`config.mk`:
```
export PLATFORM = sky130hd
export DESIGN_NAME = fir_controller
export DESIGN_NICKNAME = d
export VERILOG_FILES = /design/src/fir_ctrl_pkg.sv /design/src/fir_data_pkg.sv /design/src/fir_controller.sv
export VERILOG_INCLUDE_DIRS = /design/src
export SDC_FILE = /design/constraint.sdc
export NUM_CORES = 1
export LEC_CHECK = 0
export BUFFER_PORTS_ARGS = -buffer_cell sky130_fd_sc_hd__buf_4
export CORE_MARGIN = 4
export CORE_UTILIZATION = 38
export DETAILED_ROUTE_END_ITERATION = 8
export GPL_ROUTABILITY_DRIVEN = 0
export PLACE_DENSITY = 0.68
export SYNTH_ARGS = -nofsm -noshare
export SYNTH_HDL_FRONTEND = slang
export SYNTH_SLANG_ARGS = --single-unit
```
`constraint.sdc`:
```
create_clock -name tb_clk -period 6.25 [get_ports tb_clk]
set_input_delay 1.25 -clock tb_clk [delete_from_list [all_inputs] [get_ports tb_clk]]
set_output_delay 1.25 -clock tb_clk [all_outputs]
set_load 0.01 [all_outputs]
```
`src/fir_defines.svh`:
```
//*************************************************
// FIR filter sizing constants
// Tap count and datapath widths shared by all blocks
//*************************************************

`ifndef FIR_DEFINES_SVH
`define FIR_DEFINES_SVH

// Number of taps, matches the 2-bit coefficient number
`define FIR_TAPS 4

// Input sample and coefficient widths
`define FIR_SAMPLE_W 16
`define FIR_COEFF_W 16

// Full product width plus two bits of growth for four taps
`define FIR_SUM_W 34

`endif
```
`src/fir_ctrl_pkg.sv`:
```
//*************************************************
// FIR control types
// State encodings of the coefficient loader and controller
//*************************************************

package fir_ctrl_pkg;

  // Coefficient loader sequence
  typedef enum logic [2:0] {
    LD_IDLE,
    LD_LOAD,
    LD_WAIT_BUSY,
    LD_WAIT_DONE,
    LD_CLEAR
  } loader_state_t;

  // Controller copy cycle
  typedef enum logic {
    CT_IDLE,
    CT_COPY
  } ctrl_state_t;

endpackage

```
`src/fir_data_pkg.sv`:
```
//*************************************************
// FIR datapath types
// Samples, coefficients, products, sums and tap index
//*************************************************

`include "fir_defines.svh"

package fir_data_pkg;

  // Signed input sample
  typedef logic signed [`FIR_SAMPLE_W-1:0] sample_t;

  // Signed filter coefficient
  typedef logic signed [`FIR_COEFF_W-1:0] coeff_t;

  // Full-width product of one tap
  typedef logic signed [`FIR_SAMPLE_W+`FIR_COEFF_W-1:0] product_t;

  // Filter output, no rounding or saturation
  typedef logic signed [`FIR_SUM_W-1:0] sum_t;

  // Tap index, used for coefficient number and staging address
  typedef logic [$clog2(`FIR_TAPS)-1:0] coeff_num_t;

endpackage

```
`src/fir_controller.sv`:
```
//*************************************************
// FIR controller
// Coefficient staging, reload flag, copy cycle, sample gate
//*************************************************

`timescale 1ns/1ns

`include "fir_defines.svh"

module fir_controller (
  input  logic                     tb_clk,
  input  logic                     rst_n,
  input  logic                     coeff_wr,
  input  fir_data_pkg::coeff_num_t coeff_addr,
  input  fir_data_pkg::coeff_t     coeff_data,
  input  logic                     coeff_commit,
  input  logic                     sample_valid,
  input  fir_data_pkg::sample_t    sample_data,
  input  logic                     load_coeff,
  input  fir_data_pkg::coeff_num_t coefficient_num,
  input  logic                     clear_new_coeff,
  output logic                     new_coefficient_set,
  output logic                     modwait,
  output logic                     tap_load,
  output fir_data_pkg::coeff_num_t load_num,
  output fir_data_pkg::coeff_t     tap_coeff,
  output logic                     shift_en,
  output fir_data_pkg::sample_t    shift_data
);

  import fir_data_pkg::*;
  import fir_ctrl_pkg::*;

  coeff_t      staged [`FIR_TAPS];
  ctrl_state_t state;
  coeff_num_t  copy_num;

  //*************************************************
  // Staging bank and reload flag
  //*************************************************
  // Host writes land here at any time, taps see them only on reload
  always_ff @(posedge tb_clk) begin
    if (!rst_n) begin
      for (int i = 0; i < `FIR_TAPS; i++) begin
        staged[i] <= '0;
      end
    end else if (coeff_wr) begin
      staged[coeff_addr] <= coeff_data;
    end
  end

  // A commit wins over a clear so a late commit still gets loaded
  always_ff @(posedge tb_clk) begin
    if (!rst_n) begin
      new_coefficient_set <= 1'b0;
    end else if (coeff_commit) begin
      new_coefficient_set <= 1'b1;
    end else if (clear_new_coeff) begin
      new_coefficient_set <= 1'b0;
    end
  end

  //*************************************************
  // Copy FSM
  //*************************************************
  // One COPY cycle per load_coeff, coefficient number latched on entry
  always_ff @(posedge tb_clk) begin
    if (!rst_n) begin
      state    <= CT_IDLE;
      copy_num <= '0;
    end else begin
      case (state)
        CT_IDLE: begin
          if (load_coeff) begin
            state    <= CT_COPY;
            copy_num <= coefficient_num;
          end
        end
        default: begin
          state <= CT_IDLE;
        end
      endcase
    end
  end

  // Copy strobe and busy indication share the COPY cycle
  assign tap_load  = (state == CT_COPY);
  assign modwait   = (state == CT_COPY);
  assign load_num  = copy_num;
  assign tap_coeff = staged[copy_num];

  // Samples pass only while no reload is pending
  assign shift_en   = sample_valid & ~new_coefficient_set;
  assign shift_data = sample_data;

endmodule

```
Yosys cells after proc, flatten, opt, wreduce, memory -nomap -nowiden
Memory sizes are Yosys's and may differ from the RTL's. A register that Yosys moved wholly into a read port is not among the register bits.
Cells that the tools add are included.

cells by class
  mux-type cells = 12
  reduce and logical (&&, ||, !) cells = 4
  bitwise logic cells = 4

operator list
  cell                 number
  2-to-1 mux 16 bit    1
  OR reduction 16 bit  1
  2-to-1 mux 1 bit     8
  2-to-1 mux 2 bit     3
  NOT 1 bit            3
  AND reduction 2 bit  1
  nonzero test 2 bit   1
  OR reduction 2 bit   1
  AND 1 bit            1

storage, ports and cells
  memories = 1
  bits of input ports = 43
  logic and storage cells = 24
  register bits after elaboration = 4
  bits in writable memories = 64

memory list
  name    words  bits a word  read ports  clocked after Yosys merged registers in  wr ports  line                  source
  staged  4      16           1           1                                        4         fir_controller.sv:34  coeff_t staged [`FIR_TAPS];

Logic depth before layout (Yosys ltp)
Gate-level depths: netlist of run 1.

  word-level depth = 5
  depth in mapped cells = 4
  mapped depth without buffers = 3

Worst setup path after synthesis of run 1
Ideal clock, no wire load.

  kind = input to register
  from = input coeff_wr
  to = memory staged[2][0] (netlist name) (enable)
  buffers on the path = 1
  slack = 3.162 ns
  data required time = 5.839 ns
  data arrival time = 2.677 ns
  cell stages on the path = 3
  path through = clkbuf_1 > nand2_1 > o21ai_0

RTL lines
  what                line                  source
  start: declaration  fir_controller.sv:13  input logic coeff_wr,
  end: declaration    fir_controller.sv:34

==> impl_metrics.tcl, run 1 <==
set metrics [dict create \
    start_util_pct 38.8 \
    path_buf_inv 1 \
    fin_crit_ns 3.47 \
    crit_required_ns 5.00 \
    grt_pass1_wl_microns 9380 \
    cts_resized 0 \
    setup-tns-final_ns 0 \
    r2r-start "modwait$_SDFF_PP0_" \
    crit_family "flip-flops" \
    cp_data_arrival_time_ns 2.22 \
    drv_slew 0 \
    synth_area_per_cell_sq_um 15.9 \
    hpwl_microns 3590 \
    status "complete, no violations" \
    cts_buffer_depth 2 \
    min_from "load_num[1]$_SDFFE_PN0P_" \
    layout-drive-gt1-share_pct 36.9 \
    holdPathStages 2 \
    core_sq_um 8180 \
    total_power_uw 967 \
    antenna_found_initial 0 \
    drv_cap 0 \
    syn_to_final_growth_pct 14.4 \
    power_density_nw_per_um2 267 \
    hold_class "reg -> reg" \
    path_depth 2 \
    cts_num_sinks 70 \
    crit_fanout 16 \
    rsz0062_at_grt "no" \
    min_to "load_num[1]$_SDFFE_PN0P_" \
    fin_util_pct 44.4 \
    dr.pass1.iters 4 \
    ir_drop_mv 0.129 \
    io_buffers 48 \
    routed_wl_microns 5940 \
    synth_seq_cells 70 \
    ys_seq_area_share_pct 64.4 \
    path_class "reg -> out" \
    worstRegToRegCells 3 \
    syn-num-nets 243 \
    postCtsSetupRepairBufs 0 \
    root_buffer "clkbuf_8" \
    fin_cells 341 \
    crit_slowest_cell "dfxtp_1" \
    crit_chain "mux4_2, buf_4" \
    pin_count 81 \
    multi_input_area_sq_um 933 \
    antenna_cells 0 \
    wl_per_cell_microns 17.4 \
    hold_violations 0 \
    drtIter0Drc 82 \
    die_x_microns 99.4 \
    drcViolationCount 0 \
    vias 1683 \
    grt_pass1_vias 1785 \
    startpoint_type "register" \
    period_share_pct 55.5 \
    tightest_slew_ns 1.14 \
    dieArea_sq_um 9880 \
    leakage_nw 1.38 \
    syn_area_sq_um 3170 \
    cts_hold_buf 0 \
    ant_nets 0 \
    worst_slack_ns 2.78 \
    grt_usage_pct 12.9 \
    via_per_inst 4.94 \
    clk_pin_slew_ns 0.07 \
    seq_area_sq_um 2040 \
    worstSetupEndpointType "output port" \
    dp_slack_ns 3.07 \
    rows 33 \
    dpl.cell_count 326 \
    netlist_instances 200 \
    fin_nets 275 \
    slew_headroom_pct 23.9 \
    grt_max_degree 26 \
    setup_violations 0 \
    fmax_mhz 288 \
    critical_path.max_stage_delay_ns 1.08 \
    tritoncts "done" \
    htree_levels 3 \
    finClkSkew_ns 0.00330 \
    yosys_warnings 0 \
    ys_types 22 \
    cts_buffers 9 \
    clk_latency_ns 0.33 \
    die_h_microns 99.4 \
    gr-total-overflow 0 \
    n_fill_cell 772 \
    rrSetupSlack_ns 5.25 \
]
## layout make-up
cell class	count	share of cell area [%]
Clock buffer	10	3.52
Clock inverter	5	0.758
Multi-Input combinational cell	102	25.7
Sequential cell	70	56.3
Tap cell	105	3.62
Timing Repair Buffer	49	10.1
## metrics by stage
| step | cell area, sq um | hold slack (ns) |
|---|---|---|
| floorplan | 3170 | 0.550 |
| global placement | 3470 | 0.553 |
| detailed placement | 3470 | 0.548 |
| CTS | 3630 | 0.574 |
| global route | 3630 | 0.623 |
| finish | 3630 | 0.569 |
## synth_stat cells
| library cell | instances | share of area (%) |
|---|---|---|
| nor3b_4 | 2 | 1.2 |
| buf_2 | 1 | 0.16 |
| edfxtp_1 | 64 | 61 |
| clkbuf_1 | 5 | 0.59 |
| clkbuf_2 | 1 | 0.16 |
| and3_1 | 16 | 3.2 |
| nor3_4 | 1 | 0.51 |
| nor2b_1 | 5 | 0.99 |
| and2_2 | 6 | 1.4 |
| nand3_1 | 1 | 0.16 |
| mux2i_1 | 2 | 0.63 |
| o21ai_0 | 1 | 0.16 |
| buf_6 | 3 | 1.1 |
| o21a_1 | 1 | 0.24 |
| and2_1 | 43 | 8.5 |
| nand3b_1 | 1 | 0.24 |
| nand2_1 | 5 | 0.59 |
| buf_4 | 18 | 4.3 |
| nand2_2 | 1 | 0.20 |
| dfxtp_1 | 6 | 3.8 |
| mux4_2 | 16 | 11 |
| nor2_1 | 1 | 0.12 |
## how the worst max path moves through the flow
stage | from | end | slack, ns
6_report | register | tap_coeff[14] | 2.78
4_1_cts | register | tap_coeff[14] | 2.70
3_3_place_gp | register | tap_coeff[14] | 3.08
2_1_floorplan | coeff_wr | staged[2][0]$_SDFFCE_PN0P_ | 3.16
3_5_place_dp | register | tap_coeff[14] | 3.07
5_1_grt | register | tap_coeff[14] | 2.63
## cell families after synthesis
family / share of synthesized area (%)
DFF: 64.4
AOI/OAI and AO/OA: 0.394
muxes: 12.0
and+or+nand+nor: 17.0
buffers and inverters: 6.23
## registers in the layout, indices dropped and copies added (netlist names), named ones only
register	flops
new_coefficient_set	1
load_num	2
modwait	1
staged	64
## worst reg2reg max path, stage by stage (launching register included)
cell     delay (ns)
dfxtp_1        0.33
nor2b_1        0.24
mux2i_1        0.22
nor2b_1        0.09
## layer usage
| layer | track usage, % | routed length, microns | up-vias |
|---|---|---|---|
| met1 | 14.6 | 2290 | 819 |
| met3 | 4.91 | 517 | 15 |
| met4 | 5.15 | 102 | 0 |
| met5 | 0 | 0 | - |
| li1 | - | - | 785 |
| met2 | 22.0 | 3040 | 64 |
## cells in the final DEF, fill, tap and decap left out, types with 2 or more instances in the layout
| cell type | count |
|---|---|
| and2_1 | 43 |
| and2_2 | 6 |
| and3_1 | 16 |
| buf_4 | 49 |
| clkbuf_8 | 9 |
| clkinv_1 | 2 |
| clkinvlp_4 | 2 |
| dfxtp_1 | 6 |
| edfxtp_1 | 64 |
| mux2i_1 | 2 |
| mux4_2 | 16 |
| nand2_1 | 5 |
| nor2b_1 | 5 |
| nor3b_4 | 2 |
## report_power, final
part	switching (mW)	internal [mW]
Clock	0.160	0.138
Combinational	0.0481	0.0584
Sequential	0.0148	0.548
Total	0.223	0.744
Power figures use the tool's default switching activity.
==> run 2: changes to the inputs <==
==> constraint.sdc (replaced) <==
create_clock -name tb_clk -period 3.3 [get_ports tb_clk]
set_input_delay 0.66 -clock tb_clk [delete_from_list [all_inputs] [get_ports tb_clk]]
set_output_delay 0.66 -clock tb_clk [all_outputs]
set_load 0.01 [all_outputs]
==> run 2 against run 1 <==
Net effect:
- power rose by 110%
- clock power rose by 150%
- register-to-register slack got worse by 2.9 ns
- hold slack got worse by 0.047 ns
- sequential share of layout area fell by 1.0 points
- largest cell class unchanged
- highest routed layer unchanged
==> impl_metrics.tcl, run 2 (synthesis gave the netlist of run 1 again) <==
set metrics [dict create \
    p_seq_share_pct 52.7 \
    io_buffers 48 \
    hold_class "in -> reg" \
    top_register "staged" \
    rows 33 \
    leakage_nw 1.42 \
    clk_pin_slew_ns 0.07 \
    wl_per_cell_microns 17.1 \
    ant_nets 0 \
    clkPwrFrac_pct 36.8 \
    cts_hold_buf 0 \
    routed_wl_microns 5870 \
    cts_buffers 9 \
    cts_resized 0 \
    grt_pass1_wl_microns 9090 \
    antenna_cells 0 \
    htree_levels 3 \
    die_x_microns 99.4 \
    mostFrequentLayoutCells "64 x edfxtp_1, 50 x buf_4, 43 x and2_1" \
    root_buffer "clkbuf_8" \
    drv_cap 0 \
    startpoint_type "register" \
    setup_violations 0 \
    largest_reg_flops 64 \
    cp_data_arrival_time_ns 1.75 \
    tightest_slew_ns 0.799 \
    crit_fanout 16 \
    finClkSkew_ns 0.000502 \
    antenna_found_initial 0 \
    pin_count 81 \
    hold_violations 0 \
    layout-drive-gt1-share_pct 38.2 \
    layout_commonest_cell "edfxtp_1" \
    via_per_inst 4.84 \
    min_from "coeff_commit" \
    combinationalPowerShare_pct 10.4 \
    fin_crit_ns 2.41 \
    path_class "reg -> out" \
    dieArea_sq_um 9880 \
    hpwl_microns 3680 \
    postCtsSetupRepairBufs 0 \
    grt_usage_pct 12.7 \
    cts_num_sinks 70 \
    worst_slack_ns 0.887 \
    dp_slack_ns 1.19 \
    rsz0062_at_grt "no" \
    ir_drop_mv 0.217 \
    drtIter0Drc 109 \
    die_h_microns 99.4 \
    r2r-start "modwait$_SDFF_PP0_" \
    status "complete, no violations" \
    critical_path.max_stage_delay_ns 0.83 \
    total_power_mw 2.01 \
    crit_required_ns 2.64 \
    vias 1661 \
    power.switching_uw 435 \
    period_share_pct 73.1 \
    swShare_pct 21.7 \
    grt_max_degree 26 \
    syn_to_final_growth_pct 16.5 \
    crit_slowest_cell "dfxtp_1" \
    cts_buffer_depth 2 \
    drv_slew 0 \
    slew_headroom_pct 46.6 \
    grt_pass1_vias 1759 \
    dr.pass1.iters 7 \
    crit_chain "mux4_2, buf_4" \
    drcViolationCount 0 \
    start_util_pct 38.8 \
    setup-tns-final_ns 0 \
    worstSetupEndpointType "output port" \
    p_int_mw 1.57 \
    clk_latency_ns 0.34 \
    fmax_mhz 414 \
    core_sq_um 8180 \
    tritoncts "done" \
    gr-total-overflow 0 \
    power_density_nw_per_um2 543 \
    fin_nets 276 \
]
==> run 2: changes by cell type in the layout (fill, tap and decap cells not counted) <==
| cell | delta |
|---|---|
| clkinv_4 | +1 |
| buf_4 | +1 |
| clkinv_2 | +1 |
| clkinv_1 | -2 |
| clkinvlp_4 | -1 |
| bufinv_16 | +2 |
==> run 2: power by group through the flow <==
stage	Sequential, mW	Clock, mW	Combinational (mW)
after floorplan	1.07	0	0.136
after global placement	1.08	0	0.212
after detailed placement	1.08	0	0.214
after CTS	1.06	0.758	0.214
after global routing	1.07	0.799	0.227
final	1.06	0.740	0.209
==> run 2: cell type report <==
cell class	count	area, sq um
Timing Repair Buffer	50	375
Clock buffer	10	128
Fill cell	731	4480
Multi-Input combinational cell	102	933
Clock inverter	6	86.3
Sequential cell	70	2040
Tap cell	105	131
==> run 2: worst paths after layout <==
check | to | slack (ns) | cells after the start
max | tap_coeff[14] | 0.89 | 2
min | new_coefficient_set$_SDFFE_PN0P_ | 0.52 | 2
max reg2reg | register | 2.31 | 3
min reg2reg | load_num[0]$_SDFFE_PN0P_ | 0.56 | 2
==> run 2: critical path: cells and delay by family (launching register included) <==
kind	cells	cell delay (ns)
buffers and inverters	1	0.16
DFF	1	0.83
muxes	1	0.43
==> run 2: layer usage <==
metal,track usage (%),part of all wire (%),vias to the layer above
met5,0,0,-
met4,7.04,2.0,0
met3,3.93,6.3,17
met2,20.9,51,57
met1,14.7,41,803
li1,-,-,784
==> run 2: stage by stage <==
step	cell area, sq um	instances	utilization, %	hold slack, ns
after floorplan	3170	200	-	0.550
after global placement	3480	327	42.6	0.529
after detailed placement	3480	327	42.6	0.540
after CTS	3700	343	45.2	0.508
after global routing	3700	343	45.2	0.526
final	3700	343	45.2	0.523
==> run 3: changes to the inputs <==
--- a/config.mk
+++ b/config.mk
@@ -11,7 +11,7 @@
 export CORE_UTILIZATION = 38
 export DETAILED_ROUTE_END_ITERATION = 8
 export GPL_ROUTABILITY_DRIVEN = 0
-export PLACE_DENSITY = 0.68
+export PLACE_DENSITY = 0.71
 export SYNTH_ARGS = -nofsm -noshare
 export SYNTH_HDL_FRONTEND = slang
 export SYNTH_SLANG_ARGS = --single-unit
==> constraint.sdc (replaced) <==
create_clock -name tb_clk -period 2.2 [get_ports tb_clk]
set_input_delay 0.44 -clock tb_clk [delete_from_list [all_inputs] [get_ports tb_clk]]
set_output_delay 0.44 -clock tb_clk [all_outputs]
set_load 0.01 [all_outputs]
==> run 3 against run 2 <==
Net effect:
- cell count grew 2.9%
- clock-buffer cell count shrank 1
- via count grew 2.1%
- critical path depth grew 1
- core utilization grew 1.2 points
- final area grew 2.7%
- non-clock buffer count grew 10
- die area is the same
- clock skew grew 0.0014 ns
- first-iteration DRC count shrank 7.3%
- critical path type unchanged
- largest power group unchanged
- highest routed layer unchanged
==> impl_metrics.tcl, run 3 (synthesis gave the netlist of run 1 again) <==
set metrics [dict create \
    status "complete, no violations" \
    wl_per_cell_microns 17.0 \
    die_h_microns 99.4 \
    min_from "coeff_commit" \
    worstSetupEndpointType "output port" \
    fin_util_pct 46.4 \
    via_per_inst 4.80 \
    ir_drop_mv 0.383 \
    grt_usage_pct 12.9 \
    grt_pass1_vias 1844 \
    dr.pass1.iters 4 \
    clk_latency_ns 0.33 \
    antenna_cells 0 \
    period_share_pct 92.6 \
    postCtsSetupRepairBufs 0 \
    ant_nets 0 \
    leakage_nw 1.47 \
    dieArea_sq_um 9880 \
    syn_to_final_growth_pct 19.6 \
    holdPathStages 2 \
    hold_violations 0 \
    finClkSkew_ns 0.00193 \
    crit_chain "buf_12, mux4_2, buf_4" \
    mostFrequentLayoutCells "64 x edfxtp_1, 58 x buf_4, 43 x and2_1" \
    worstRegToRegCells 3 \
    dp_slack_ns 0.514 \
    tritoncts "done" \
    crit_fanout 16 \
    drcViolationCount 0 \
    drv_slew 0 \
    antenna_found_initial 0 \
    pin_count 81 \
    worst_slack_ns 0.163 \
    crit_slowest_cell "mux4_2" \
    rsz0062_at_grt "no" \
    r2r-start "modwait$_SDFF_PP0_" \
    crit_required_ns 1.76 \
    vias 1696 \
    path_class "reg -> out" \
    cp_data_arrival_time_ns 1.60 \
    hpwl_microns 3790 \
    rrSetupSlack_ns 1.21 \
    grt_pass1_wl_microns 9480 \
    start_util_pct 38.8 \
    largest_reg_flops 64 \
    routed_wl_microns 6010 \
    n_fill_cell 742 \
    die_x_microns 99.4 \
    clk_pin_slew_ns 0.07 \
    htree_levels 3 \
    core_sq_um 8180 \
    tightest_slew_ns 0.347 \
    cts_resized 0 \
    fin_crit_ns 2.04 \
    top_register "staged" \
    drv_cap 0 \
    setup_violations 0 \
    setup-tns-final_ns 0 \
    grt_max_degree 25 \
    hold_class "in -> reg" \
    cts_buffers 9 \
    fmax_mhz 491 \
    cts_buffer_depth 2 \
    root_buffer "clkbuf_8" \
    drtIter0Drc 101 \
    slew_headroom_pct 76.8 \
    layout-drive-gt1-share_pct 40.3 \
    layout_commonest_cell "edfxtp_1" \
    min_to "new_coefficient_set$_SDFFE_PN0P_" \
    cts_hold_buf 0 \
    power_density_nw_per_um2 798 \
    cts_num_sinks 70 \
    io_buffers 48 \
    startpoint_type "register" \
    rows 33 \
    critical_path.max_stage_delay_ns 0.55 \
    gr-total-overflow 0 \
    fin_nets 286 \
]
==> run 3: report_power, final <==
| group | switching (mW) | leakage, nW | internal, mW |
|---|---|---|---|
| clock | 0.479 | 0.104 | 0.630 |
| combinational | 0.157 | 0.690 | 0.182 |
| sequential | 0.0256 | 0.680 | 1.55 |
| total | 0.662 | 1.47 | 2.37 |
==> run 3: cell type report <==
| class | count | area, sq um | area share (%) |
|---|---|---|---|
| Tap cell | 105 | 131 | 3.46 |
| Clock inverter | 7 | 88.8 | 2.34 |
| Multi-Input combinational cell | 102 | 933 | 24.6 |
| Timing Repair Buffer | 60 | 475 | 12.5 |
| Sequential cell | 70 | 2040 | 53.8 |
| Clock buffer | 9 | 124 | 3.26 |
==> run 3: per-layer routing <==
layer  vias up  wire length (microns)  GRT usage (%)
met4         0                    110           6.41
met2        62                   3110           22.0
met1       811                   2360           14.8
li1        806                      -              -
met3        17                    422           4.00
met5         -                      0              0
==> run 3: worst max path at each step <==
stage                     slack, ns                          to      from  depth (start not counted)
after floorplan                0.35  staged[2][0]$_SDFFCE_PN0P_  coeff_wr                          3
after global placement         0.52               tap_coeff[14]  register                          3
after detailed placement       0.51               tap_coeff[14]  register                          3
after CTS                      0.14               tap_coeff[14]  register                          3
after global routing           0.10               tap_coeff[14]  register                          3
final                          0.16               tap_coeff[14]  register                          3
==> run 3: critical path: cells and delay by family, from the launching register on <==
family	cells	cell delay [ns]
muxes	1	0.55
buffers and inverters	2	0.36
DFF	1	0.36
==> run 3: metrics by stage <==
step                hold slack [ns]  area (sq um)  power (mW)  cells
finish                        0.313          3790        3.03    353
global route                  0.315          3790        3.16    353
CTS                           0.302          3790        3.05    353
detailed placement            0.539          3580        1.96    337
global placement              0.538          3580        1.95    337
floorplan                     0.550          3170        1.81    200
